<file path="src/design/flash_pkg.sv">
package flash_pkg;

	// serial flash opcodes
	localparam logic [7:0] OP_PP = 8'h02;
	localparam logic [7:0] OP_READ = 8'h03;
	localparam logic [7:0] OP_WRDS = 8'h04;
	localparam logic [7:0] OP_RDSR = 8'h05;
	localparam logic [7:0] OP_WREN = 8'h06;
	localparam logic [7:0] OP_ERASE = 8'h20;
	localparam logic [7:0] OP_RDID = 8'h9F;

	// 8 KB array, two 4 KB sectors
	localparam int MEM_ADDR_BITS = 13;
	localparam int MEM_WORDS = 4096;
	localparam int SECTOR_BYTES = 4096;
	localparam int SECTOR_WORDS = SECTOR_BYTES / 2;

	// manufacturer, type, capacity
	localparam logic [23:0] JEDEC_ID = 24'hC22018;

	// request strobe to read valid
	localparam int RAM_LATENCY = 2;

	typedef enum logic [3:0] {
		CMD_IDLE,
		CMD_READ,
		CMD_PROGRAM,
		CMD_ERASE,
		CMD_WREN,
		CMD_WRDS,
		CMD_RDSR,
		CMD_RDID,
		CMD_BAD
	} cmd_t;

	typedef struct packed {
		cmd_t kind;
		logic needs_addr;
		// write-enable latch must be set
		logic needs_wel;
		logic is_bad;
	} cmd_desc_t;

	typedef struct packed {
		logic [7:0] data;
		// first byte after cs_n fell
		logic first;
		logic strobe;
		logic cs_active;
	} spi_rx_t;

	typedef struct packed {
		logic strobe;
		logic write;
		// word address
		logic [MEM_ADDR_BITS-2:0] addr;
		// bit 1 is the upper byte
		logic [1:0] mask;
		logic [15:0] wdata;
	} ram_req_t;

	typedef struct packed {
		logic valid;
		logic [15:0] rdata;
	} ram_rsp_t;

endpackage

</file>
<file path="src/design/spi_shift_port.sv">
`timescale 1ns/1ns

module spi_shift_port import flash_pkg::*; (
	input logic clk,
	input logic reset,
	input logic sck,
	input logic cs_n,
	input logic mosi,
	input logic tx_load,
	input logic [7:0] tx_byte,
	output logic miso,
	output spi_rx_t rx
);
	// two flop synchronizers, index 1 is the stable copy
	logic [1:0] sck_sync;
	logic [1:0] cs_sync;
	logic [1:0] mosi_sync;
	logic sck_last;
	logic sck_rise;
	logic sck_fall;
	logic cs_on;

	logic [2:0] bit_cnt;
	logic [6:0] rx_shift;
	logic first_pend;
	logic [7:0] tx_shift;

	assign sck_rise = sck_sync[1] && !sck_last;
	assign sck_fall = !sck_sync[1] && sck_last;
	assign cs_on = !cs_sync[1];

	// msb goes out first
	assign miso = tx_shift[7];

	always_ff @(posedge clk) begin
		if (reset) begin
			sck_sync <= '0;
			cs_sync <= '1;
			mosi_sync <= '0;
			sck_last <= 1'b0;
			bit_cnt <= '0;
			rx_shift <= '0;
			first_pend <= 1'b0;
			tx_shift <= 8'hFF;
			rx <= '0;
		end else begin
			sck_sync <= {sck_sync[0], sck};
			cs_sync <= {cs_sync[0], cs_n};
			mosi_sync <= {mosi_sync[0], mosi};
			sck_last <= sck_sync[1];

			rx.strobe <= 1'b0;
			rx.cs_active <= cs_on;

			if (!cs_on) begin
				// idle bus, next byte opens a transaction
				bit_cnt <= '0;
				first_pend <= 1'b1;
				tx_shift <= 8'hFF;
			end else begin
				if (sck_rise) begin
					// mode 0, sample on the rising edge
					bit_cnt <= bit_cnt + 3'd1;
					rx_shift <= {rx_shift[5:0], mosi_sync[1]};
					if (bit_cnt == 3'd7) begin
						rx.strobe <= 1'b1;
						rx.data <= {rx_shift, mosi_sync[1]};
						rx.first <= first_pend;
						first_pend <= 1'b0;
						// ones unless the sequencer loads a byte
						tx_shift <= 8'hFF;
					end
				end else if (sck_fall && bit_cnt != 3'd0) begin
					// the fall after a byte boundary keeps bit 7 in place
					tx_shift <= {tx_shift[6:0], 1'b1};
				end

				if (tx_load)
					tx_shift <= tx_byte;
			end
		end
	end

	// a byte can only complete inside a transaction
	a_rx_in_cs: assert property (@(posedge clk) disable iff (reset)
		rx.strobe |-> rx.cs_active);

endmodule

</file>
<file path="config.mk">
export PLATFORM = sky130hd
export DESIGN_NAME = spi_shift_port
export DESIGN_NICKNAME = d
export VERILOG_FILES = /design/src/design/flash_pkg.sv /design/src/design/spi_shift_port.sv
export SDC_FILE = /design/constraint.sdc
export NUM_CORES = 1
export LEC_CHECK = 0
export ABC_AREA = 0
export BUFFER_PORTS_ARGS = -buffer_cell sky130_fd_sc_hd__buf_2
export CORE_MARGIN = 4
export CORE_UTILIZATION = 58
export CTS_CLUSTER_DIAMETER = 200
export DETAILED_ROUTE_END_ITERATION = 7
export HOLD_SLACK_MARGIN = 0.06
export PLACE_DENSITY = 0.82
export SYNTH_ARGS = -nofsm -noshare
export SYNTH_HDL_FRONTEND = slang
export SYNTH_SLANG_ARGS = --single-unit
export TNS_END_PERCENT = 30
</file>
<file path="constraint.sdc">
create_clock -name clk -period 3.7 [get_ports clk]
set_input_delay 0.74 -clock clk [delete_from_list [all_inputs] [get_ports clk]]
set_output_delay 0.74 -clock clk [all_outputs]
set_load 0.005 [all_outputs]
</file>
==> results.yml <==
clocking:
  cts_resized: 0
  clkSlewWorstSetupHoldPaths_ns: 0.10
  htreeDepth: 2
  cts-root-buf: "clkbuf_4"
  cts.sinks: 37
  cts_made_buffers: 5
  hold_buffers: 0
  cts_tree: "built"
  clockBufferDepth: 2
  worstSkewPairLatency_ns: 0.33
  post-cts-setup-buffers: 0
worst_setup_path:
  cp.required_ns: 3.96
  slowest_stage: "nor2b_1"
  r2r_cells: 3
  cpPeakStageDelay_ns: 0.71
  cp.arrival_ns: 1.95
  endpoint_kind: "register"
  cp.depth: 3
  cp_top_family: "simple AND/OR/NAND/NOR gates"
  path_buf_inv: 0
  crit_chain: "nor2b_1, o22ai_1, o211ai_2"
  worstSetupPathType: "reg2reg"
  start_kind: "register"
  critPathCapture: "tx_shift[6]$_SDFFE_PP1P_"
  rr_startpoint: "sck_sync[1]$_SDFF_PP0_"
  crit_path_start: "sck_sync[1]$_SDFF_PP0_"
  cp_max_fo: 10
  reg2reg_slack_ns: 2.01
  r2r_end: "tx_shift[6]$_SDFFE_PP1P_"
synth:
  syn_area_sq_mm: 0.00149
  yosysSeqAreaShare_pct: 49.7
  synthesis.nets: 168
  synth.top_cell.area_share_pct: 49.7
  ys_ff_latch: 37
  synth_cell_types: 27
  synth_area_leaders: "dfxtp_1, mux2i_1, o211ai_2"
  synth_largest_area_cell: "dfxtp_1"
  syn_inst: 151
  postSynthAreaPerCell_sq_um: 9.88
  yosys_warnings: 0
grt:
  grt_max_degree: 26
  antenna_found_initial: 0
  grt_usage_pct: 19.0
  grt-ovfl-total: 0
  grt_pass1_wl_um: 4930
  grt_pass1_vias: 1159
finish:
  drive_gt1_share_pct: 30.5
  area_delta_synth_final_pct: 10.8
  multi_input_area_sq_um: 683
  num-fill-cells: 211
  most-common-layout-cells: "dfxtp_1, buf_2, nand2_1"
  nets: 190
  final_common_cell: "dfxtp_1"
  diodes: 0
  seq_area_sq_um: 741
  stdcell_area_sq_mm: 0.00165
  stdcell_count: 204
power:
  p_per_area_mw_per_mm2: 386
  peakVddDrop_mv: 0.383
  p_leak_uw: 0.000630
sta:
  finalMaxSlewViolations: 0
  skew_ns: 0.00241
  rsz0062_at_grt: "false"
  period_share_pct: 45.8
  max_slew_margin_pct: 44.0
  max_slew.worst_pin.slew_ns: 0.838
  fmax_mhz: 590
  setup_violations: 0
  min_period_ns: 1.69
  hold_viol: 0
  hold_ws_ns: 0.419
  fin_tns_setup_ns: 0
place:
  dp_cells: 196
  gp_congestion: 0.703
  dpl-instance-area_sq_mm: 0.00160
  dp_hpwl_um: 1980
  numPortBuffers: 25
floorplanning:
  die-area_sq_mm: 0.00345
  fp.dieW_um: 58.7
  start_util_pct: 60.8
  num_io_pins: 26
  core-area_sq_mm: 0.00245
  fp-row-count: 18
  die_y_um: 58.7
drt:
  detail-route-antenna-nets: 0
  drt_iter0_markers: 63
  routedWlPerCell_um: 13.5
  drc: 0
  routed_wl_um: 2760
  vias_per_cell: 5.34
  drtPass1Iterations: 4
  vias: 1089
worst_hold_path:
  hp-class: "reg2reg"
run:
  drv_cap: 0
status:
  status: "complete, no violations"
-- worst register-to-register path: cells and delay by family (launching register included) --
kind / cells / cell delay (ns)
and+or+nand+nor: 1 / 0.71
DFF: 1 / 0.44
AOI/OAI and AO/OA: 2 / 0.48
-- cells by family after synthesis --
logic type,count (synthesis),synth area share (%)
buffers and inverters,14,4.53
XOR/XNOR,1,0.587
AO/OA/AOI/OAI,33,17.8
multiplexers,9,6.04
AND/OR/NAND/NOR,54,18.9
flip-flops,37,49.7
adder cells (fa/ha/maj),3,2.52
-- state kept, by name, indices dropped and copies added, names as in the netlist --
signal      flops
rx             11
tx_shift        8
sck_sync        2
rx_shift        7
first_pend      1
cs_sync         2
mosi_sync       2
bit_cnt         3
sck_last        1
-- per-stage QoR --
step	power, uW	setup slack, ns	utilization, %
CTS	644	2.01	67.3
global placement	450	1.97	65.2
global route	669	1.86	67.3
finish	637	2.01	67.3
floorplan	440	2.24	-
detailed placement	452	1.93	65.2
-- power by group --
part           total, uW  switching [uW]  internal (uW)
Clock                194             122           72.4
Combinational       36.3            20.6           15.7
Sequential           407            3.18            404
Total                637             146            492
-- metal layers --
layer	global-route usage, %	share of wire [%]
met5	0	0
met4	6.15	1.2
met3	6.80	5.6
met2	34.8	51
met1	20.3	42
-- synthesized netlist by cell type --
| cell type | n |
|---|---|
| nand2_1 | 18 |
| mux2i_1 | 9 |
| buf_6 | 1 |
| inv_1 | 2 |
| nand4bb_1 | 1 |
| buf_2 | 2 |
| clkbuf_2 | 1 |
| dfxtp_1 | 37 |
| buf_4 | 1 |
| and4bb_1 | 1 |
| nand2b_1 | 1 |
| or2_2 | 9 |
| xnor2_1 | 1 |
| ha_1 | 3 |
| o2111ai_1 | 7 |
| clkbuf_1 | 5 |
| nor2_1 | 13 |
| nand3b_2 | 1 |
| inv_2 | 2 |
| or2_1 | 1 |
| a21oi_1 | 11 |
| o211a_4 | 1 |
| nor3b_2 | 1 |
| o22ai_1 | 7 |
| o211ai_2 | 7 |
| nor3_1 | 1 |
| nor2b_1 | 7 |
-- cell type report --
type / count / share of cell area, %
timing repair buffer: 25 / 7.57
sequential: 37 / 44.8
clock buffer: 6 / 2.50
clock inverter: 2 / 0.606
multi-input combinational: 100 / 41.3
inverter: 4 / 0.908
tap: 30 / 2.27
-- worst min-delay path by stage --
stage / start / end / slack [ns] / depth (start not counted)
CTS: cs_sync[0]$_SDFF_PP1_ / cs_sync[1]$_SDFF_PP1_ / 0.42 / 1
detailed placement: cs_sync[0]$_SDFF_PP1_ / cs_sync[1]$_SDFF_PP1_ / 0.40 / 1
global route: cs_sync[0]$_SDFF_PP1_ / cs_sync[1]$_SDFF_PP1_ / 0.44 / 1
floorplan: cs_sync[0]$_SDFF_PP1_ / cs_sync[1]$_SDFF_PP1_ / 0.39 / 1
global placement: cs_sync[0]$_SDFF_PP1_ / cs_sync[1]$_SDFF_PP1_ / 0.40 / 1
finish: cs_sync[0]$_SDFF_PP1_ / cs_sync[1]$_SDFF_PP1_ / 0.42 / 1
Power figures use the tool's default switching activity.
