<file path="config.mk">
export PLATFORM = sky130hd
export DESIGN_NAME = flash_cmd_decode
export DESIGN_NICKNAME = d
export VERILOG_FILES = /design/src/design/flash_pkg.sv /design/src/design/flash_cmd_decode.sv
export SDC_FILE = /design/constraint.sdc
export NUM_CORES = 1
export LEC_CHECK = 0
export BUFFER_PORTS_ARGS = -buffer_cell sky130_fd_sc_hd__buf_2
export CAP_MARGIN = 25
export CELL_PAD_IN_SITES_DETAIL_PLACEMENT = 0
export CELL_PAD_IN_SITES_GLOBAL_PLACEMENT = 2
export CORE_AREA = 2 2 39 41
export DETAILED_ROUTE_END_ITERATION = 12
export DIE_AREA = 0 0 41 43
export GPL_TIMING_DRIVEN = 0
export PLACE_DENSITY_LB_ADDON = 0.1
export SLEW_MARGIN = 10
export SYNTH_ARGS = -nofsm -noshare
export SYNTH_HDL_FRONTEND = slang
export SYNTH_SLANG_ARGS = --single-unit
</file>
<file path="constraint.sdc">
create_clock -name vclk -period 1.21
set_input_delay 0.0605 -clock vclk [all_inputs]
set_output_delay 0.0605 -clock vclk [all_outputs]
set_load 0.01 [all_outputs]
</file>
<file path="src/design/flash_pkg.sv">
package flash_pkg;

	// serial flash opcodes
	localparam logic [7:0] OP_PP = 8'h02;
	localparam logic [7:0] OP_READ = 8'h03;
	localparam logic [7:0] OP_WRDS = 8'h04;
	localparam logic [7:0] OP_RDSR = 8'h05;
	localparam logic [7:0] OP_WREN = 8'h06;
	localparam logic [7:0] OP_ERASE = 8'h20;
	localparam logic [7:0] OP_RDID = 8'h9F;

	// 8 KB array, two 4 KB sectors
	localparam int MEM_ADDR_BITS = 13;
	localparam int MEM_WORDS = 4096;
	localparam int SECTOR_BYTES = 4096;
	localparam int SECTOR_WORDS = SECTOR_BYTES / 2;

	// manufacturer, type, capacity
	localparam logic [23:0] JEDEC_ID = 24'hC22018;

	// request strobe to read valid
	localparam int RAM_LATENCY = 2;

	typedef enum logic [3:0] {
		CMD_IDLE,
		CMD_READ,
		CMD_PROGRAM,
		CMD_ERASE,
		CMD_WREN,
		CMD_WRDS,
		CMD_RDSR,
		CMD_RDID,
		CMD_BAD
	} cmd_t;

	typedef struct packed {
		cmd_t kind;
		logic needs_addr;
		// write-enable latch must be set
		logic needs_wel;
		logic is_bad;
	} cmd_desc_t;

	typedef struct packed {
		logic [7:0] data;
		// first byte after cs_n fell
		logic first;
		logic strobe;
		logic cs_active;
	} spi_rx_t;

	typedef struct packed {
		logic strobe;
		logic write;
		// word address
		logic [MEM_ADDR_BITS-2:0] addr;
		// bit 1 is the upper byte
		logic [1:0] mask;
		logic [15:0] wdata;
	} ram_req_t;

	typedef struct packed {
		logic valid;
		logic [15:0] rdata;
	} ram_rsp_t;

endpackage

</file>
<file path="src/design/flash_cmd_decode.sv">
`timescale 1ns/1ns

module flash_cmd_decode import flash_pkg::*; (
	input logic [7:0] opcode,
	output cmd_desc_t desc
);
	always_comb begin
		// anything not listed below is flagged
		desc = '{kind: CMD_BAD, needs_addr: 1'b0, needs_wel: 1'b0, is_bad: 1'b1};

		case (opcode)
			OP_READ: begin
				desc = '{kind: CMD_READ, needs_addr: 1'b1, needs_wel: 1'b0, is_bad: 1'b0};
			end
			OP_PP: begin
				desc = '{kind: CMD_PROGRAM, needs_addr: 1'b1, needs_wel: 1'b1, is_bad: 1'b0};
			end
			OP_ERASE: begin
				// 4 KB sector, address picks the sector
				desc = '{kind: CMD_ERASE, needs_addr: 1'b1, needs_wel: 1'b1, is_bad: 1'b0};
			end
			OP_WREN: begin
				desc = '{kind: CMD_WREN, needs_addr: 1'b0, needs_wel: 1'b0, is_bad: 1'b0};
			end
			OP_WRDS: begin
				desc = '{kind: CMD_WRDS, needs_addr: 1'b0, needs_wel: 1'b0, is_bad: 1'b0};
			end
			OP_RDSR: begin
				desc = '{kind: CMD_RDSR, needs_addr: 1'b0, needs_wel: 1'b0, is_bad: 1'b0};
			end
			OP_RDID: begin
				desc = '{kind: CMD_RDID, needs_addr: 1'b0, needs_wel: 1'b0, is_bad: 1'b0};
			end
			default: begin
				desc.is_bad = 1'b1;
			end
		endcase
	end

endmodule

</file>
==> flow_summary.json, run 1 <==
{
  "run_status": "finished, final reports clean",
  "p_total_mw": 0.0904,
  "period_share": 0.971,
  "synth_warnings": 0,
  "area_delta_synth_final_pct": 50.0,
  "ir_drop_mv": 0.0727,
  "holdWs_ns": 0.405,
  "wl_per_cell_um": 12.3,
  "grt_pass1_vias": 275,
  "gp_congestion": 0.643,
  "synth.largest_area_cell": "nor4_4",
  "relSlewSlack": 0.745,
  "diodes": 0,
  "layout-drive-gt1-share": 0.512,
  "p_sw_frac": 0.556,
  "switchingPower_mw": 0.0503,
  "p_leak_nw": 0.139,
  "seq_power_share": 0,
  "grt_pass1_wl_um": 1130,
  "rows": 14,
  "instances_no_fill": 59,
  "rsz0062_at_grt": "no",
  "clockBufferCount": 0,
  "path_cells": "buf_6, or4b_1, o211ai_1, a22oi_2, buf_2",
  "drc": 0,
  "synth_cells": 30,
  "maxCapViolations": 0,
  "dieWidth_um": 41,
  "crit_required_ns": 1.15,
  "finalSetupTns_ns": 0,
  "vias": 295,
  "drt_iter0_drc": 9,
  "portBuffers": 12,
  "worst_path_max_delay_cell": "or4b_1",
  "tightest_slew_ns": 0.372,
  "synth.avg_cell_area_sq_um": 7.92,
  "dp.cells": 58,
  "crit_buf_inv": 2,
  "grt_usage": 0.0859,
  "period_needed_ns": 1.18,
  "worst-setup-path-type": "in -> out",
  "grt_max_degree": 11,
  "nNetsFinal": 53,
  "regArea_sq_um": 0,
  "cp_max_fo": 10,
  "wl_um": 724,
  "hold_viol": 0,
  "netlist_top_cells_area": "nor4_4 8.9%, xnor2_1 7.4%, nor3b_1 6.3%",
  "die_h_um": 43,
  "setup_viol": 0,
  "ys_seq_area_frac": 0,
  "seq_cells": 0,
  "slew_viol_final": 0,
  "startpoint_type": "primary input",
  "pwr-share-clk": 0,
  "cpPeakStageDelay_ns": 0.52,
  "p_comb_frac": 1.000,
  "synth_commonest_cells": "2 x buf_2, 2 x nand2_1, 2 x nor3b_1, 2 x xnor2_1",
  "endpoint_kind": "primary output",
  "first_pass_iters": 2,
  "critical_path_arrival_ns": 1.11,
  "fmax_mhz": 851,
  "intPower_mw": 0.0401,
  "antenna_found_initial": 0,
  "drtAntennaViolNets": 0,
  "cpLargestDelayFamily": "simple AND/OR/NAND/NOR gates",
  "vias_per_cell": 5.00,
  "dpl.hpwl_um": 548,
  "core_region_area_sq_um": 1380,
  "hold_class": "in -> out",
  "postSynthNetCount": 38,
  "syn_area_sq_um": 238,
  "overflow": 0,
  "cts_hold_buf": 0,
  "power_density_nw_per_um2": 254,
  "yosysUniqueCellTypes": 26,
  "start_util": 0.172,
  "io_pins": 15,
  "netlist.area_leader.share": 0.0895,
  "die-area_sq_um": 1760
}
path summary, 6_finish.rpt:
check                 start      end  slack [ns]  depth (start not counted)
hold / removal    opcode[0]  desc[1]        0.41                          3
setup / recovery  opcode[1]  desc[0]        0.03                          5
logic make-up (layout without fill, tap and decap cells):
family | count (synthesis) | after routing | share of synthesized area
AND/OR/NAND/NOR | 15 | 15 | 0.500
AO/OA/AOI/OAI | 7 | 7 | 0.226
buffers and inverters | 4 | 17 | 0.121
XOR/XNOR | 3 | 3 | 0.111
multiplexers | 1 | 1 | 0.0421
timing repair:
item                                   in CTS  in global routing
setup buffers                               0                  2
pin swaps                                   2                  4
endpoints found under the hold margin       0                  0
setup endpoints to repair                   2                  4
gates resized for setup                     1                  7
final cells by class:
class                      instances  area [sq um]
multi-input combinational         26           229
buffer                             3          26.3
fill                             166          1030
tap                               16          20.0
timing repair buffer              14          81.3
metrics by stage:
step	cell area, sq um	utilization	setup WS [ns]
after floorplan	238	-	0.0635
after global placement	318	0.230	-0.0754
after detailed placement	318	0.230	-0.113
after CTS	313	0.226	0.000443
after global routing	357	0.258	0.00442
final	357	0.258	0.0346
layer usage:
metal | vias up | part of all wire | wire [um] | GRT usage
li1 | 146 | - | - | -
met1 | 140 | 0.47 | 338 | 0.127
met2 | 9 | 0.47 | 337 | 0.141
met3 | 0 | 0.065 | 47 | 0.00524
met4 | 0 | 0 | 0 | 0
met5 | - | 0 | 0 | 0
cells in the final DEF (no fill, tap or decap), drive strengths merged:
cell and instances:
or4b 1, nor2b 1, mux2i 1, or3b 1, nor3b 2, a2111oi 1, or4 1, buf 16
clkbuf 1, nand4 1, o211ai 1, and3 1, nor2 1, nor4b 1, nor4 2, xor2 1
a31o 1, o41ai 1, a22oi 1, a21oi 1, o21a 1, nand2 2, nand3 1, xnor2 2
power groups by stage:
stage,clock network (mW),registers (mW),logic [mW]
finish,0,0,0.0904
global route,0,0,0.0992
CTS,0,0,0.0789
detailed placement,0,0,0.0786
global placement,0,0,0.0767
floorplan,0,0,0.0474
Power figures use the tool's default switching activity.
==> inputs of run 2 (changes only) <==
--- a/config.mk
+++ b/config.mk
@@ -14,6 +14,7 @@
 export DIE_AREA = 0 0 41 43
 export GPL_TIMING_DRIVEN = 0
 export PLACE_DENSITY_LB_ADDON = 0.1
+export REMOVE_ABC_BUFFERS = 1
 export SLEW_MARGIN = 10
 export SYNTH_ARGS = -nofsm -noshare
 export SYNTH_HDL_FRONTEND = slang
==> flow_summary.json, run 2 (same netlist as run 1, synthesis figures left out) <==
{
  "overflow": 0,
  "maxCapViolations": 0,
  "tightest_slew_ns": 0.428,
  "worst-setup-path-type": "in -> out",
  "cp_max_fo": 7,
  "clockBufferCount": 0,
  "power_density_nw_per_um2": 248,
  "instances_no_fill": 57,
  "period_needed_ns": 1.17,
  "die-area_sq_um": 1760,
  "diodes": 0,
  "vias_per_cell": 4.61,
  "period_share": 0.966,
  "layout_commonest_cell": "buf_2",
  "hp-start": "opcode[0]",
  "slew_viol_final": 0,
  "ir_drop_mv": 0.0838,
  "gp_congestion": 0.688,
  "hold_class": "in -> out",
  "grt_max_degree": 11,
  "wl_um": 624,
  "endpoint_kind": "primary output",
  "crit_end": "desc[6]",
  "start_util": 0.172,
  "fin_util": 0.236,
  "grt_pass1_vias": 236,
  "portBuffers": 15,
  "post_cts_buffers": 0,
  "dieWidth_um": 41,
  "grt_usage": 0.0709,
  "seq_cells": 0,
  "final_cell_mix": "13 x buf_2, 2 x xnor2_1, 2 x nor3b_1, 2 x nand2_1",
  "core_region_area_sq_um": 1380,
  "antenna_found_initial": 0,
  "io_pins": 15,
  "hold_viol": 0,
  "relSlewSlack": 0.714,
  "setup_viol": 0,
  "worst_slack_ns": 0.0410,
  "area_delta_synth_final_pct": 37.4,
  "drt_iter0_drc": 0,
  "nNetsFinal": 51,
  "final_cell_area_sq_um": 327,
  "first_pass_iters": 1,
  "rows": 14,
  "wl_per_cell_um": 10.9,
  "min_path_cells": 3,
  "regArea_sq_um": 0,
  "p_leak_nw": 0.125,
  "critical_path_arrival_ns": 1.11,
  "crit_required_ns": 1.15,
  "run_status": "finished, final reports clean",
  "drc": 0,
  "rsz0062_at_grt": "yes",
  "fill_cells": 159,
  "dp_slack_ns": 0.00650,
  "dpl.hpwl_um": 544,
  "place_area_sq_um": 304,
  "vias": 263,
  "layout-drive-gt1-share": 0.463,
  "grt_pass1_wl_um": 959,
  "startpoint_type": "primary input",
  "cp-startpoint": "opcode[0]",
  "die_h_um": 43,
  "drtAntennaViolNets": 0,
  "dp.cells": 57,
  "fmax_mhz": 855
}
run 2: cell type report:
class	count	area [sq um]	area share
Multi-Input combinational cell	26	223	0.682
Timing Repair Buffer	15	83.8	0.257
Tap cell	16	20.0	0.0613
run 2: report_power, final:
group | leakage, nW | internal [mW] | switching [mW]
clock | 0 | 0 | 0
combinational | 0.125 | 0.0350 | 0.0461
sequential | 0 | 0 | 0
run 2: through the flow:
stage          setup TNS [ns]  hold WS [ns]  power [mW]
4_1_cts                     0         0.462      0.0744
5_1_grt              -0.00300         0.457      0.0889
2_1_floorplan               0         0.159      0.0315
6_report                    0         0.431      0.0811
3_3_place_gp                0         0.462      0.0740
3_5_place_dp                0         0.462      0.0742
run 2: worst min path at each step:
stage | end | slack (ns)
after floorplan | desc[1] | 0.16
after global placement | desc[3] | 0.46
after detailed placement | desc[3] | 0.46
after CTS | desc[3] | 0.46
after global routing | desc[1] | 0.46
final | desc[1] | 0.43
run 2: layer usage:
| metal | global-route usage | up-vias | share of wire |
|---|---|---|---|
| li1 | - | 141 | - |
| met1 | 0.101 | 112 | 0.42 |
| met2 | 0.122 | 10 | 0.49 |
| met3 | 0 | 0 | 0.096 |
| met4 | 0 | 0 | 0 |
| met5 | 0 | - | 0 |
run 2: worst max-delay path, cell delays in order:
cell and delay [ns]:
buf_4 0.14, or4b_1 0.50, o211ai_1 0.13, a22oi_2 0.11
buf_2 0.17
run 2: timing repair:
item	CTS	global route
endpoints found under the setup margin	0	2
resized for setup	0	7
hold buffers	0	0
