**src/design/flash_pkg.sv**
```systemverilog
package flash_pkg;

	// serial flash opcodes
	localparam logic [7:0] OP_PP = 8'h02;
	localparam logic [7:0] OP_READ = 8'h03;
	localparam logic [7:0] OP_WRDS = 8'h04;
	localparam logic [7:0] OP_RDSR = 8'h05;
	localparam logic [7:0] OP_WREN = 8'h06;
	localparam logic [7:0] OP_ERASE = 8'h20;
	localparam logic [7:0] OP_RDID = 8'h9F;

	// 8 KB array, two 4 KB sectors
	localparam int MEM_ADDR_BITS = 13;
	localparam int MEM_WORDS = 4096;
	localparam int SECTOR_BYTES = 4096;
	localparam int SECTOR_WORDS = SECTOR_BYTES / 2;

	// manufacturer, type, capacity
	localparam logic [23:0] JEDEC_ID = 24'hC22018;

	// request strobe to read valid
	localparam int RAM_LATENCY = 2;

	typedef enum logic [3:0] {
		CMD_IDLE,
		CMD_READ,
		CMD_PROGRAM,
		CMD_ERASE,
		CMD_WREN,
		CMD_WRDS,
		CMD_RDSR,
		CMD_RDID,
		CMD_BAD
	} cmd_t;

	typedef struct packed {
		cmd_t kind;
		logic needs_addr;
		// write-enable latch must be set
		logic needs_wel;
		logic is_bad;
	} cmd_desc_t;

	typedef struct packed {
		logic [7:0] data;
		// first byte after cs_n fell
		logic first;
		logic strobe;
		logic cs_active;
	} spi_rx_t;

	typedef struct packed {
		logic strobe;
		logic write;
		// word address
		logic [MEM_ADDR_BITS-2:0] addr;
		// bit 1 is the upper byte
		logic [1:0] mask;
		logic [15:0] wdata;
	} ram_req_t;

	typedef struct packed {
		logic valid;
		logic [15:0] rdata;
	} ram_rsp_t;

endpackage

```
**src/design/flash_cmd_execute.sv**
```systemverilog
`timescale 1ns/1ns

module flash_cmd_execute import flash_pkg::*; (
	input logic clk,
	input logic reset,
	input spi_rx_t rx,
	input cmd_desc_t desc,
	input ram_rsp_t ram_rsp,
	output logic tx_load,
	output logic [7:0] tx_byte,
	output logic miso_oe,
	output ram_req_t ram_req,
	output logic busy,
	output logic wel,
	output logic error
);
	cmd_t cur_kind;
	logic need_addr;
	// address bytes seen and the id byte index for rdid
	logic [1:0] addr_cnt;
	logic [MEM_ADDR_BITS-1:0] addr;
	logic [MEM_ADDR_BITS-1:0] addr_in;
	logic [MEM_ADDR_BITS-1:0] addr_next;
	logic outstanding;

	// read path
	logic [1:0] load_wait;
	logic [15:0] buf_word;
	logic buf_valid;
	logic [15:0] word_sel;

	// background erase
	logic erase_pend;
	logic erase_run;
	logic [MEM_ADDR_BITS-2:0] erase_word;

	logic cmd_ok;
	logic [7:0] status;

	assign status = {6'd0, wel, busy};
	assign addr_in = {addr[MEM_ADDR_BITS-9:0], rx.data};
	assign addr_next = addr + 1'b1;
	// the word arriving this cycle wins over the buffered one
	assign word_sel = ram_rsp.valid ? ram_rsp.rdata : buf_word;
	// status stays readable during an erase
	assign cmd_ok = (desc.kind == CMD_RDSR) || (!busy && (!desc.needs_wel || wel));

	always_ff @(posedge clk) begin
		if (reset) begin
			cur_kind <= CMD_IDLE;
			need_addr <= 1'b0;
			addr_cnt <= '0;
			addr <= '0;
			outstanding <= 1'b0;
			load_wait <= '0;
			buf_word <= '0;
			buf_valid <= 1'b0;
			erase_pend <= 1'b0;
			erase_run <= 1'b0;
			erase_word <= '0;
			tx_load <= 1'b0;
			tx_byte <= '0;
			miso_oe <= 1'b0;
			ram_req <= '0;
			busy <= 1'b0;
			wel <= 1'b0;
			error <= 1'b0;
		end else begin
			tx_load <= 1'b0;
			ram_req.strobe <= 1'b0;
			outstanding <= (outstanding && !ram_rsp.valid) || ram_req.strobe;

			// erase one word at a time and send the next word on each write answer
			if (erase_run) begin
				if (ram_rsp.valid) begin
					if ((erase_word & 12'(SECTOR_WORDS - 1)) == 12'(SECTOR_WORDS - 1)) begin
						erase_run <= 1'b0;
						busy <= 1'b0;
						wel <= 1'b0;
					end else begin
						erase_word <= erase_word + 1'b1;
						ram_req <= '{strobe: 1'b1, write: 1'b1, addr: erase_word + 1'b1,
							mask: 2'b11, wdata: 16'hFFFF};
					end
				end else if (!outstanding && !ram_req.strobe) begin
					// first word of the sector
					ram_req <= '{strobe: 1'b1, write: 1'b1, addr: erase_word,
						mask: 2'b11, wdata: 16'hFFFF};
				end
			end

			// keep the fetched word for the second byte
			if (ram_rsp.valid && cur_kind == CMD_READ) begin
				buf_word <= ram_rsp.rdata;
				buf_valid <= 1'b1;
			end

			// read byte goes out 4 cycles after the strobe
			if (load_wait > 2'd1) begin
				load_wait <= load_wait - 2'd1;
			end else if (load_wait == 2'd1 && (buf_valid || ram_rsp.valid)) begin
				load_wait <= '0;
				tx_load <= 1'b1;
				tx_byte <= addr[0] ? word_sel[15:8] : word_sel[7:0];
				addr <= addr_next;
				if (addr[0]) begin
					// prefetch the next word
					ram_req <= '{strobe: 1'b1, write: 1'b0,
						addr: addr_next[MEM_ADDR_BITS-1:1], mask: 2'b00, wdata: 16'h0};
					buf_valid <= 1'b0;
				end
			end

			if (!rx.cs_active) begin
				// end of transaction where a finished program drops the latch
				if (cur_kind == CMD_PROGRAM)
					wel <= 1'b0;
				if (erase_pend) begin
					erase_pend <= 1'b0;
					erase_run <= 1'b1;
					busy <= 1'b1;
				end
				cur_kind <= CMD_IDLE;
				need_addr <= 1'b0;
				addr_cnt <= '0;
				load_wait <= '0;
				miso_oe <= 1'b0;
			end else if (rx.strobe && rx.first) begin
				// opcode byte
				cur_kind <= CMD_IDLE;
				need_addr <= 1'b0;
				addr_cnt <= '0;
				load_wait <= '0;
				erase_pend <= 1'b0;
				// a read while busy still drives miso with ones
				miso_oe <= desc.kind inside {CMD_READ, CMD_RDSR, CMD_RDID};

				if (desc.is_bad) begin
					error <= 1'b1;
				end else if (cmd_ok) begin
					cur_kind <= desc.kind;
					need_addr <= desc.needs_addr;
					case (desc.kind)
						CMD_WREN: wel <= 1'b1;
						CMD_WRDS: wel <= 1'b0;
						CMD_RDSR: begin
							tx_load <= 1'b1;
							tx_byte <= status;
						end
						CMD_RDID: begin
							tx_load <= 1'b1;
							tx_byte <= JEDEC_ID[23:16];
							addr_cnt <= 2'd1;
						end
						default: begin
						end
					endcase
				end
			end else if (rx.strobe) begin
				if (need_addr && addr_cnt != 2'd3) begin
					// address comes msb first and the upper bits fall off
					addr <= addr_in;
					addr_cnt <= addr_cnt + 2'd1;
					if (addr_cnt == 2'd2) begin
						if (cur_kind == CMD_READ) begin
							ram_req <= '{strobe: 1'b1, write: 1'b0,
								addr: addr_in[MEM_ADDR_BITS-1:1], mask: 2'b00, wdata: 16'h0};
							buf_valid <= 1'b0;
							load_wait <= 2'd3;
						end
						if (cur_kind == CMD_ERASE) begin
							erase_pend <= 1'b1;
							erase_word <= addr_in[MEM_ADDR_BITS-1:1] & ~12'(SECTOR_WORDS - 1);
						end
					end
				end else begin
					case (cur_kind)
						CMD_READ: load_wait <= 2'd3;
						CMD_PROGRAM: begin
							// byte lane from address bit 0
							ram_req <= '{strobe: 1'b1, write: 1'b1,
								addr: addr[MEM_ADDR_BITS-1:1],
								mask: addr[0] ? 2'b10 : 2'b01,
								wdata: {rx.data, rx.data}};
							// stays inside the 256 byte page
							addr <= {addr[MEM_ADDR_BITS-1:8], addr[7:0] + 8'd1};
						end
						CMD_RDSR: begin
							tx_load <= 1'b1;
							tx_byte <= status;
						end
						CMD_RDID: begin
							if (addr_cnt != 2'd3) begin
								tx_load <= 1'b1;
								tx_byte <= (addr_cnt == 2'd1) ?
									JEDEC_ID[15:8] : JEDEC_ID[7:0];
								addr_cnt <= addr_cnt + 2'd1;
							end
						end
						default: begin
						end
					endcase
				end
			end
		end
	end

	// memory takes one request at a time
	a_one_outstanding: assert property (@(posedge clk) disable iff (reset)
		ram_req.strobe |-> !outstanding);

	// erase only starts with the latch set
	a_busy_needs_wel: assert property (@(posedge clk) disable iff (reset)
		$rose(busy) |-> $past(wel));

endmodule

```
**config.mk**
```make
export PLATFORM = sky130hd
export DESIGN_NAME = flash_cmd_execute
export DESIGN_NICKNAME = d
export VERILOG_FILES = /design/src/design/flash_pkg.sv /design/src/design/flash_cmd_execute.sv
export SDC_FILE = /design/constraint.sdc
export NUM_CORES = 1
export LEC_CHECK = 0
export ABC_AREA = 1
export BUFFER_PORTS_ARGS = -buffer_cell sky130_fd_sc_hd__buf_2
export CORE_MARGIN = 2
export CORE_UTILIZATION = 30
export CTS_CLUSTER_SIZE = 28
export DETAILED_ROUTE_END_ITERATION = 7
export MAX_ROUTING_LAYER = met4
export PLACE_DENSITY = 0.46
export RECOVER_POWER = 50
export SETUP_SLACK_MARGIN = 0.05
export SYNTH_ARGS = -nofsm -noshare
export SYNTH_HDL_FRONTEND = slang
export SYNTH_SLANG_ARGS = --single-unit
export TNS_END_PERCENT = 10
```
**constraint.sdc**
```tcl
create_clock -name clk -period 3.72 [get_ports clk]
set_input_delay 0.744 -clock clk [delete_from_list [all_inputs] [get_ports clk]]
set_output_delay 0.744 -clock clk [all_outputs]
set_load 0.005 [all_outputs]
```
==> summary.txt, run 1 <==
Floorplanning
  • Top Ports: 82
  • Die footprint: 20500 µm²
  • Cell row count: 50
  • Initial core utilization: 0.308
  • Die Y: 143 µm
  • Die Span X: 143 µm
  • Core footprint: 18800 µm²

Synth
  • Number of synthesized flops with an enable pin: 0
  • Synth Flop Type: dfxtp_1
  • Async SR Flop Fraction: 0
  • Synth area leader: dfxtp_1
  • Top cells by area, synth: dfxtp_1 (34%), nand2_1 (16%), o21ai_0 (7.8%)
  • Syn nets: 946
  • Synthesized area per cell: 6.42 µm²
  • Synth top area share: 0.341
  • Register area share after synthesis: 0.341
  • Post-synthesis register bit count: 99
  • Post-Syn Area: 5800 µm²
  • Distinct cells, synth: 42
  • Warning count from the yosys run: 0
  • Syn Inst Count: 904

Global route
  • Global-route usage over all layers: 0.199
  • First-pass GRT wire length: 30800 µm
  • Number of global-route vias before repair: 5581
  • Initial antenna violation count: 0
  • Largest net degree at the start of global routing: 35
  • GR Overflow Total: 0

CTS
  • CTS tree: done
  • H-tree Lvls: 3
  • Clock latency on the worst-skew pair: 0.37 ns
  • Worst-path clk slew: 0.08 ns
  • Setup bufs post-CTS: 0
  • Clk sinks: 99
  • CTS root buf: clkbuf_16
  • Inserted Clock Buffers: 9
  • Cells resized by post-CTS repair: 0
  • Clk buf depth: 2
  • # hold bufs at CTS: 0

Critical path
  • Crit Path Class: input port to register
  • Critical Path RT: 3.97 ns
  • Worst r2r src: erase_word[0]$_SDFF_PP0_
  • CP Capture Type: register
  • Reg-to-reg slack, setup: 0.82 ns
  • Worst Setup EP: ram_req[15]$_SDFF_PP0_
  • CP startpoint: rx[1]
  • Reg2Reg Depth: 16
  • Worst endpoint data arrival time: 3.25 ns
  • Maximum net fanout on the critical path: 19
  • Element type at the critical path start: input port
  • FF-to-FF End: ram_req[21]$_SDFF_PP0_

Timing
  • RSZ-0062 raised after global routing: no
  • Final min period: 3.00 ns
  • Slew margin rel.: 0.332
  • Final setup fails: 0
  • Final slew viol count: 0
  • Worst-Margin Slew: 0.999 ns
  • Setup ws final: 0.716 ns
  • Achievable Freq: 333 MHz
  • Fin Clk Skew: 0.0139 ns
  • Setup_tns: 0 ns
  • Fin. Hold Viols: 0
  • Period utilization: 0.808

Routing
  • Routed wire per std cell: 15.5 µm
  • Initial DRC count: 363
  • Number of remaining DRC errors: 0
  • TritonRoute pass-1 iters: 5
  • Routed via count: 5994
  • ANT nets after route: 0
  • Vias per inst: 4.84
  • Total Wirelength: 19200 µm

Final layout
  • Non-Filler Instances: 1238
  • Share of layout cells above drive strength 1: 0.121
  • Synthesis-to-finish area growth: 15.1%
  • Nets: 1015
  • Fill count: 2152
  • # diodes: 0

Placement
  • # placed instances: 1222
  • Port buffer count: 81
  • Gp weighted congestion: 0.857
  • HPWL Detailed: 14200 µm
  • Worst slack, placed: 1.00 ns

Pwr
  • Peak VDD IR: 0.000183 V
  • Lkg Pwr: 2.88 nW
  • PwrDens: 320 nW/µm²

Flow run
  • Total of max-cap violations: 0

Worst hold path
  • Worst Hold Class: register to register

Outcome
  • Status: completed
==> kinds of logic (layout without fill, tap and decap cells) <==
| group | after synthesis | after routing | share of synthesized area |
|---|---|---|---|
| AOI/OAI and AO/OA | 228 | 228 | 0.229 |
| xor gates and xnor gates | 11 | 11 | 0.0166 |
| adders and majority gates | 5 | 5 | 0.0108 |
| buffers and inverters | 156 | 230 | 0.105 |
| DFF | 99 | 99 | 0.341 |
| and+or+nand+nor | 405 | 405 | 0.297 |
==> stage by stage <==
| stage | hold WS, ns | power, mW | instance area, µm² | util |
|---|---|---|---|---|
| floorplan | 0.424 | 1.16 | 5800 | - |
| global placement | 0.435 | 1.22 | 6460 | 0.343 |
| detailed placement | 0.440 | 1.22 | 6460 | 0.343 |
| CTS | 0.452 | 2.17 | 6740 | 0.358 |
| global route | 0.461 | 2.22 | 6680 | 0.355 |
| finish | 0.448 | 2.14 | 6680 | 0.355 |
==> how the worst min path moves through the flow <==
stage | start | depth (start not counted) | endpoint | slack (ns)
4_1_cts | buf_word[7]$_SDFFE_PP0P_ | 2 | buf_word[7]$_SDFFE_PP0P_ | 0.45
5_1_grt | buf_word[4]$_SDFFE_PP0P_ | 2 | buf_word[4]$_SDFFE_PP0P_ | 0.46
2_1_floorplan | buf_word[10]$_SDFFE_PP0P_ | 2 | buf_word[10]$_SDFFE_PP0P_ | 0.42
3_3_place_gp | buf_word[6]$_SDFFE_PP0P_ | 2 | buf_word[6]$_SDFFE_PP0P_ | 0.43
6_report | buf_word[13]$_SDFFE_PP0P_ | 2 | buf_word[13]$_SDFFE_PP0P_ | 0.45
3_5_place_dp | buf_word[6]$_SDFFE_PP0P_ | 2 | buf_word[6]$_SDFFE_PP0P_ | 0.44
==> final cells by class <==
cell class	count	area, µm²	area share
clock buffers	10	229	0.0343
flip-flops and latches	99	1980	0.297
repair buffers	91	450	0.0674
inverters	123	462	0.0691
clock inverters	6	53.8	0.00805
well taps	260	325	0.0487
multi-input cells	649	3180	0.476
==> per-layer routing <==
metal / vias up / global-route usage / routed length [µm]
met5: - / - / 0
met4: 0 / 0.0433 / 226
met3: 15 / 0.0402 / 832
met2: 131 / 0.289 / 8150
met1: 2747 / 0.284 / 10000
li1: 3101 / - / -
==> registers in the layout (all words and copies together), names as in the netlist <==
name and flops:
busy 1, miso_oe 1, cur_kind 4, buf_word 16
buf_valid 1, outstanding 1, addr 13, need_addr 1
error 1, ram_req 32, tx_byte 8, erase_word 12
erase_pend 1, wel 1, addr_cnt 2, load_wait 2
erase_run 1, tx_load 1
==> synthesized netlist by cell type (all sizes together), types with 3 or more instances <==
cell    number
o211ai      12
clkinv       3
xor2        11
nor2        65
a211oi       4
a22o         6
o32ai        4
nor3        18
o21ai      106
nand3       50
dfxtp       99
buf         11
or2          6
o311ai       3
nand2      254
nand4       10
inv        120
a31oi       13
ha           5
clkbuf      22
a21oi       73
==> report_power, final <==
group	internal, mW	switching, mW	leakage, nW	total, mW
combinational	0.0373	0.0920	1.94	0.129
sequential	1.06	0.00284	0.797	1.07
clock	0.470	0.472	0.141	0.941
total	1.57	0.566	2.88	2.14
==> worst max-delay path: stages <==
cell and delay, ns:
clkbuf_1 0.13, nand2_1 0.25, nand2_1 0.12, nor2_1 0.38, inv_1 0.26, a21oi_1 0.48
inv_1 0.29, a21oi_4 0.23, nor2_4 0.15, o21ai_0 0.12, a21oi_1 0.09
==> cell usage in the layout, fill, tap and decap left out, drive strengths merged, types with 12 or more instances in the layout <==
master  instances
o211ai         12
buf            67
o21ai         106
nand2         254
nor3           18
nand3          50
a31oi          13
inv           124
a21oi          73
clkbuf         34
dfxtp          99
nor2           65
(Power assumes the default switching activity.)
==> run 2, diff against run 1 <==
--- a/config.mk
+++ b/config.mk
@@ -12,7 +12,7 @@
 export CTS_CLUSTER_SIZE = 28
 export DETAILED_ROUTE_END_ITERATION = 7
 export MAX_ROUTING_LAYER = met4
-export PLACE_DENSITY = 0.46
+export PLACE_DENSITY = 0.48
 export RECOVER_POWER = 50
 export SETUP_SLACK_MARGIN = 0.05
 export SYNTH_ARGS = -nofsm -noshare
==> constraint.sdc (replaced) <==
create_clock -name clk -period 2.7 [get_ports clk]
set_input_delay 0.54 -clock clk [delete_from_list [all_inputs] [get_ports clk]]
set_output_delay 0.54 -clock clk [all_outputs]
set_load 0.005 [all_outputs]
==> run 2 against run 1 <==
Against the previous run: final area is 1.4% higher; cell count is 1.1% higher; sequential share of layout area is 0.41 points lower; count of clock-buffer cells in the layout stayed put; worst hold slack worse by 0.0047 ns; largest cell class unchanged.
==> summary.txt, run 2 (same netlist as run 1, synthesis figures left out) <==
Floorplanning
  • Initial core utilization: 0.308 (unchanged)
  • Top Ports: 82 (unchanged)
  • Die Span X: 143 µm (unchanged)
  • Die footprint: 20500 µm² (unchanged)
  • Die Y: 143 µm (unchanged)
  • Cell row count: 50 (unchanged)
  • Core footprint: 18800 µm² (unchanged)

CTS
  • CTS root buf: clkbuf_16
  • # hold bufs at CTS: 0 (unchanged)
  • H-tree Lvls: 3 (unchanged)
  • Clk buf depth: 2 (unchanged)
  • Cells resized by post-CTS repair: 0 (unchanged)
  • Clock latency on the worst-skew pair: 0.35 ns (-0.02 ns)
  • Inserted Clock Buffers: 9 (unchanged)
  • Clk sinks: 99 (unchanged)
  • Worst-path clk slew: 0.07 ns (about the same)
  • CTS tree: done
  • Setup bufs post-CTS: 0 (unchanged)

Final layout
  • Most common library cell in the layout ignoring fill and taps: nand2_1
  • Largest register by flop count: ram_req
  • Commonest non-fill, non-tap cells in the layout: nand2_1 (250), inv_1 (112), dfxtp_1 (99), o21ai_0 (90), a21oi_1 (70)
  • Max reg flops: 32 (unchanged)
  • Leading registers by flop count: ram_req (32), buf_word (16), addr (13)
  • Share of layout cells above drive strength 1: 0.135 (+0.0146)
  • Synthesis-to-finish area growth: 16.7%
  • Nets: 1029 (+1.4%)
  • # diodes: 0 (unchanged)

Outcome
  • Status: completed

Timing
  • Fin. Hold Viols: 0 (unchanged)
  • Achievable Freq: 441 MHz
  • Final min period: 2.27 ns
  • Worst-Margin Slew: 1.22 ns (+0.222 ns)
  • Slew margin rel.: 0.186 (-0.146)
  • Fin Clk Skew: 0.00589 ns (-0.00797 ns)
  • Setup_tns: 0 ns (unchanged)
  • RSZ-0062 raised after global routing: no
  • Final slew viol count: 0 (unchanged)
  • Final setup fails: 0 (unchanged)
  • Period utilization: 0.840

Critical path
  • Slowest cell on crit path: dfxtp_1
  • Cell Chain, Critical Path: ha_1 > nand2_1 > nor2_4 > nand3_1 > nand2_1 > inv_2 > nand2_1 > nand3_1 > a21o_1 > nand2_1 > nand2_1 > nand2_1 > nand2_1 > nand2_1 > nand2_1
  • CP most frequent cell: nand2_1
  • CP peak stage delay: 0.40 ns (-0.08 ns)
  • Crit Path Class: register to register
  • Worst endpoint data arrival time: 2.52 ns (-0.73 ns)
  • Maximum net fanout on the critical path: 8 (-11)
  • Element type at the critical path start: register
  • CP Capture Type: register
  • Critical Path RT: 2.95 ns (-1.02 ns)

Routing
  • ANT nets after route: 0 (unchanged)
  • TritonRoute pass-1 iters: 5 (unchanged)
  • Routed wire per std cell: 15.2 µm (-2.0%)
  • Routed via count: 6113 (+2.0%)
  • Vias per inst: 4.89 (+0.93%)
  • Total Wirelength: 19000 µm (-1.0%)
  • Initial DRC count: 352 (-3.0%)
  • Number of remaining DRC errors: 0 (unchanged)

Global route
  • Initial antenna violation count: 0 (unchanged)
  • Largest net degree at the start of global routing: 34 (-2.9%)
  • First-pass GRT wire length: 30500 µm (-0.90%)
  • GR Overflow Total: 0 (unchanged)
  • Global-route usage over all layers: 0.196 (-0.00332)
  • Number of global-route vias before repair: 5673 (+1.6%)

Pwr
  • Design Power: 2.88 mW (+35%)
  • PwrDens: 425 nW/µm² (+33%)
  • Lkg Pwr: 2.93 nW (+1.8%)
  • Peak VDD IR: 0.000301 V (+65%)

Flow run
  • Total of max-cap violations: 0 (unchanged)

Placement
  • Gp weighted congestion: 0.901 (+5.1%)
  • Port buffer count: 81 (unchanged)
  • HPWL Detailed: 14400 µm (+1.2%)

Worst hold path
  • Worst Hold Class: input port to register
==> run 2: changes by cell type in the layout (fill, tap and decap cells not counted), moves of 2 or more <==
cell / before / now
inv_8: 2 / 0
buf_2: 57 / 59
inv_1: 114 / 112
buf_4: 10 / 20
nor2_1: 61 / 59
inv_2: 6 / 8
clkinvlp_4: 0 / 2
==> run 2: critical path, delay by kind of cell, from the launching register on <==
kind                     cells  cell delay, ns
flip-flops                   1            0.40
buffers and inverters        1            0.12
adder cells (fa/ha/maj)      1            0.19
AO/OA/AOI/OAI                1            0.18
AND/OR/NAND/NOR             12            1.27
==> run 2: worst paths after layout <==
path	start	endpoint	slack, ns	depth (start not counted)
worst min-delay path	desc[2]	need_addr$_SDFFE_PP0P_	0.44	3
worst max-delay path	erase_word[1]$_SDFF_PP0_	ram_req[19]$_SDFF_PP0_	0.43	15
worst max register to register	erase_word[1]$_SDFF_PP0_	ram_req[19]$_SDFF_PP0_	0.43	15
worst min register to register	buf_word[6]$_SDFFE_PP0P_	buf_word[6]$_SDFFE_PP0P_	0.45	2
==> run 2: where the power goes <==
group,internal (mW),switching (mW)
combinational,0.0523,0.125
clock,0.627,0.608
sequential,1.46,0.00379
total,2.14,0.737
==> run 2: layout make-up <==
class / count / area, µm²
repair buffers: 105 / 544
multi-input cells: 649 / 3200
inverters: 123 / 462
fillers: 2119 / 12100
clock inverters: 5 / 37.5
well taps: 260 / 325
clock buffers: 10 / 229
flip-flops and latches: 99 / 1980
==> run 2: per-stage QoR <==
step	hold WS, ns	instances	cell area (µm²)	worst slack [ns]	util
floorplan	0.424	904	5800	0.866	-
global placement	0.434	1236	6570	0.356	0.349
detailed placement	0.439	1236	6570	0.385	0.349
CTS	0.439	1251	6830	0.517	0.363
global route	0.473	1251	6780	0.222	0.360
finish	0.443	1251	6780	0.432	0.360
==> run 2: metal layers <==
| metal | vias up | routed length, µm | GRT usage |
|---|---|---|---|
| met2 | 174 | 8210 | 0.281 |
| met4 | 0 | 436 | 0.0641 |
| met1 | 2775 | 9450 | 0.279 |
| met3 | 30 | 945 | 0.0322 |
| li1 | 3134 | - | - |
| met5 | - | 0 | - |
==> run 3, diff against run 2 <==
--- a/config.mk
+++ b/config.mk
@@ -5,14 +5,14 @@
 export SDC_FILE = /design/constraint.sdc
 export NUM_CORES = 1
 export LEC_CHECK = 0
-export ABC_AREA = 1
+export ABC_AREA = 0
 export BUFFER_PORTS_ARGS = -buffer_cell sky130_fd_sc_hd__buf_2
 export CORE_MARGIN = 2
 export CORE_UTILIZATION = 30
 export CTS_CLUSTER_SIZE = 28
 export DETAILED_ROUTE_END_ITERATION = 7
 export MAX_ROUTING_LAYER = met4
-export PLACE_DENSITY = 0.48
+export PLACE_DENSITY = 0.46
 export RECOVER_POWER = 50
 export SETUP_SLACK_MARGIN = 0.05
 export SYNTH_ARGS = -nofsm -noshare
==> constraint.sdc (replaced) <==
create_clock -name clk -period 2.2 [get_ports clk]
set_input_delay 0.44 -clock clk [delete_from_list [all_inputs] [get_ports clk]]
set_output_delay 0.44 -clock clk [all_outputs]
set_load 0.005 [all_outputs]
==> run 3 against run 2 <==
Against the previous run: sequential power up 23%; die area is 3.0% lower; first-iteration DRC count up 26%.
==> summary.txt, run 3 <==
Placement
  • # placed instances: 1035 (-16%)
  • Port buffer count: 81 (unchanged)
  • Worst slack, placed: -0.243 ns (-0.628 ns)
  • HPWL Detailed: 14300 µm (-0.53%)
  • Gp weighted congestion: 0.874 (-3.0%)

Timing
  • Setup ws final: 0.0944 ns (-0.337 ns)
  • Final slew viol count: 0 (unchanged)
  • Fin Clk Skew: 0.00950 ns (+0.00361 ns)
  • Fin. Hold Viols: 0 (unchanged)
  • Setup_tns: 0 ns (unchanged)
  • Final min period: 2.11 ns (-0.163 ns)
  • Slew margin rel.: 0.530 (+0.344)
  • RSZ-0062 raised after global routing: yes
  • Hold WS: 0.288 ns (-0.156 ns)
  • Achievable Freq: 475 MHz (+7.7%)
  • Final setup fails: 0 (unchanged)
  • Period utilization: 0.957 (+0.117)
  • Worst-Margin Slew: 0.706 ns (-0.516 ns)

Pwr
  • Register share of total power: 0.497 (-0.013)
  • Peak VDD IR: 0.000379 V (+26%)
  • Switching share of power: 0.256 (about the same)
  • Psw: 0.931 mW (+26%)
  • Lkg Pwr: 2.54 nW (-13%)
  • Comb pwr share: 0.068 (+0.006)
  • PwrDens: 526 nW/µm² (+24%)
  • Cell internal pwr: 2.71 mW (+26%)
  • Design Power: 3.64 mW (+26%)
  • Clock share of power: 0.435 (+0.006)

Critical path
  • Worst endpoint data arrival time: 2.36 ns (-0.16 ns)
  • Crit Path Class: register to register
  • Element type at the critical path start: register
  • CP Capture Type: register
  • Critical Path RT: 2.45 ns (-0.50 ns)
  • Maximum net fanout on the critical path: 5 (-3)

Synth
  • Register area share after synthesis: 0.352 (+0.0108)
  • Warning count from the yosys run: 0 (unchanged)
  • Synth top area share: 0.352 (+0.0108)
  • Post-Syn Area: 5630 µm² (-3.1%)
  • Synthesized area per cell: 7.94 µm² (+24%)
  • Number of synthesized flops with an enable pin: 0 (unchanged)
  • Async SR Flop Fraction: 0 (unchanged)
  • Synth area leader: dfxtp_1
  • Distinct cells, synth: 78 (+86%)
  • Synth Flop Type: dfxtp_1
  • Most frequent cell after synthesis: nand2_1
  • Most frequent cells after synthesis: nand2_1 (110), dfxtp_1 (99), a21oi_1 (72), nor2_1 (59), clkbuf_1 (31)
  • Post-synthesis register bit count: 99 (unchanged)
  • Top cells by area, synth: dfxtp_1 (35%), nand2_1 (7.3%), a21oi_1 (6.4%)
  • Syn nets: 751 (-21%)
  • Syn Inst Count: 709 (-22%)

Routing
  • Initial DRC count: 445 (+26%)
  • Number of remaining DRC errors: 0 (unchanged)
  • ANT nets after route: 0 (unchanged)
  • Routed via count: 5651 (-7.6%)
  • Routed wire per std cell: 18.4 µm (+21%)
  • Vias per inst: 5.36 (+9.7%)
  • Total Wirelength: 19400 µm (+2.1%)
  • TritonRoute pass-1 iters: 7 (+2)

CTS
  • Worst-path clk slew: 0.08 ns (about the same)
  • Clk buf depth: 2 (unchanged)
  • Clock latency on the worst-skew pair: 0.36 ns (about the same)
  • CTS tree: done
  • Clk sinks: 99 (unchanged)
  • CTS root buf: clkbuf_16
  • # hold bufs at CTS: 0 (unchanged)
  • Inserted Clock Buffers: 9 (unchanged)
  • H-tree Lvls: 3 (unchanged)

Global route
  • Global-route usage over all layers: 0.205 (+0.00874)
  • First-pass GRT wire length: 31100 µm (+1.8%)
  • Largest net degree at the start of global routing: 34 (unchanged)
  • GR Overflow Total: 0 (unchanged)
  • Number of global-route vias before repair: 5591 (-1.4%)
  • Initial antenna violation count: 0 (unchanged)

Final layout
  • Non-Filler Instances: 1054 (-16%)
  • Commonest non-fill, non-tap cells in the layout: nand2_1 (109), dfxtp_1 (96), a21oi_1 (71), buf_4 (59), buf_2 (56)
  • # diodes: 0 (unchanged)
  • Nets: 857 (-17%)
  • Max reg flops: 32 (unchanged)
  • Leading registers by flop count: ram_req (32), buf_word (16), addr (13)
  • Synthesis-to-finish area growth: 22.9%
  • Largest register by flop count: ram_req
  • Share of layout cells above drive strength 1: 0.221 (+0.0855)
  • Most common library cell in the layout ignoring fill and taps: nand2_1

Floorplanning
  • Die Span X: 141 µm (-1.5%)
  • Top Ports: 82 (unchanged)
  • Cell row count: 50 (unchanged)
  • Initial core utilization: 0.303 (-0.00541)
  • Die Y: 141 µm (-1.5%)
  • Core footprint: 18600 µm² (-1.3%)
  • Die footprint: 19900 µm² (-3.0%)

Flow run
  • Total of max-cap violations: 0 (unchanged)

Outcome
  • Status: completed

Worst hold path
  • Worst Hold Class: input port to register
run 3: cell families (layout without fill, tap and decap cells):
group	count (synthesis)	after routing	share of synthesized area
AND/OR/NAND/NOR	276	276	0.244
XOR/XNOR	33	33	0.0514
AO/OA/AOI/OAI	217	217	0.243
buffers and inverters	62	173	0.0500
multiplexers	17	17	0.0485
adder cells (fa/ha/maj)	5	5	0.0111
flip-flops	99	99	0.352
run 3: metrics by stage:
step,utilization,area (µm²)
finish,0.372,6920
global route,0.372,6920
CTS,0.370,6880
detailed placement,0.355,6590
global placement,0.355,6590
floorplan,-,5630
run 3: power by group through the flow:
stage / clock network (mW) / logic, mW / registers (mW)
after floorplan: 0 / 0.131 / 1.85
after global placement: 0 / 0.247 / 1.85
after detailed placement: 0 / 0.249 / 1.85
after CTS: 1.63 / 0.249 / 1.81
after global routing: 1.70 / 0.273 / 1.81
final: 1.58 / 0.247 / 1.81
run 3: final timing paths:
kind	start	endpoint	slack, ns	cells after the start
max reg2reg	erase_word[1]$_SDFF_PP0_	ram_req[18]$_SDFF_PP0_	0.09	6
min	desc[2]	need_addr$_SDFFE_PP0P_	0.29	2
max	erase_word[1]$_SDFF_PP0_	ram_req[18]$_SDFF_PP0_	0.09	6
min reg2reg	ram_req[21]$_SDFF_PP0_	ram_req[21]$_SDFF_PP0_	0.45	2
run 3: layer usage:
metal	track usage	part of all wire	vias up
met1	0.275	0.47	2687
met2	0.319	0.46	160
met5	-	0	-
li1	-	-	2787
met4	0.0526	0.015	0
met3	0.0374	0.053	17
run 3: cell type report:
class	instances	area, µm²
fill	1981	11700
clock buffer	10	239
tap	234	293
multi-input combinational	548	3420
timing repair buffer	150	908
sequential	99	1990
clock inverter	6	45.0
inverter	7	26.3
run 3: timing repair:
| item | in CTS | in global routing |
|---|---|---|
| resized for setup | 3 | 17 |
| setup endpoints to repair | 21 | 31 |
| setup buffers | 0 | 3 |
| pin swaps | 0 | 2 |
| endpoints found under the hold margin | 0 | 0 |
run 3: worst max-delay path: stages, from the launching register on:
cell and delay [ns]:
dfxtp_1 0.41, ha_1 0.24, nand4_4 0.17, o21ai_4 0.22
mux2_1 0.41, a211o_1 0.31, a21oi_1 0.24
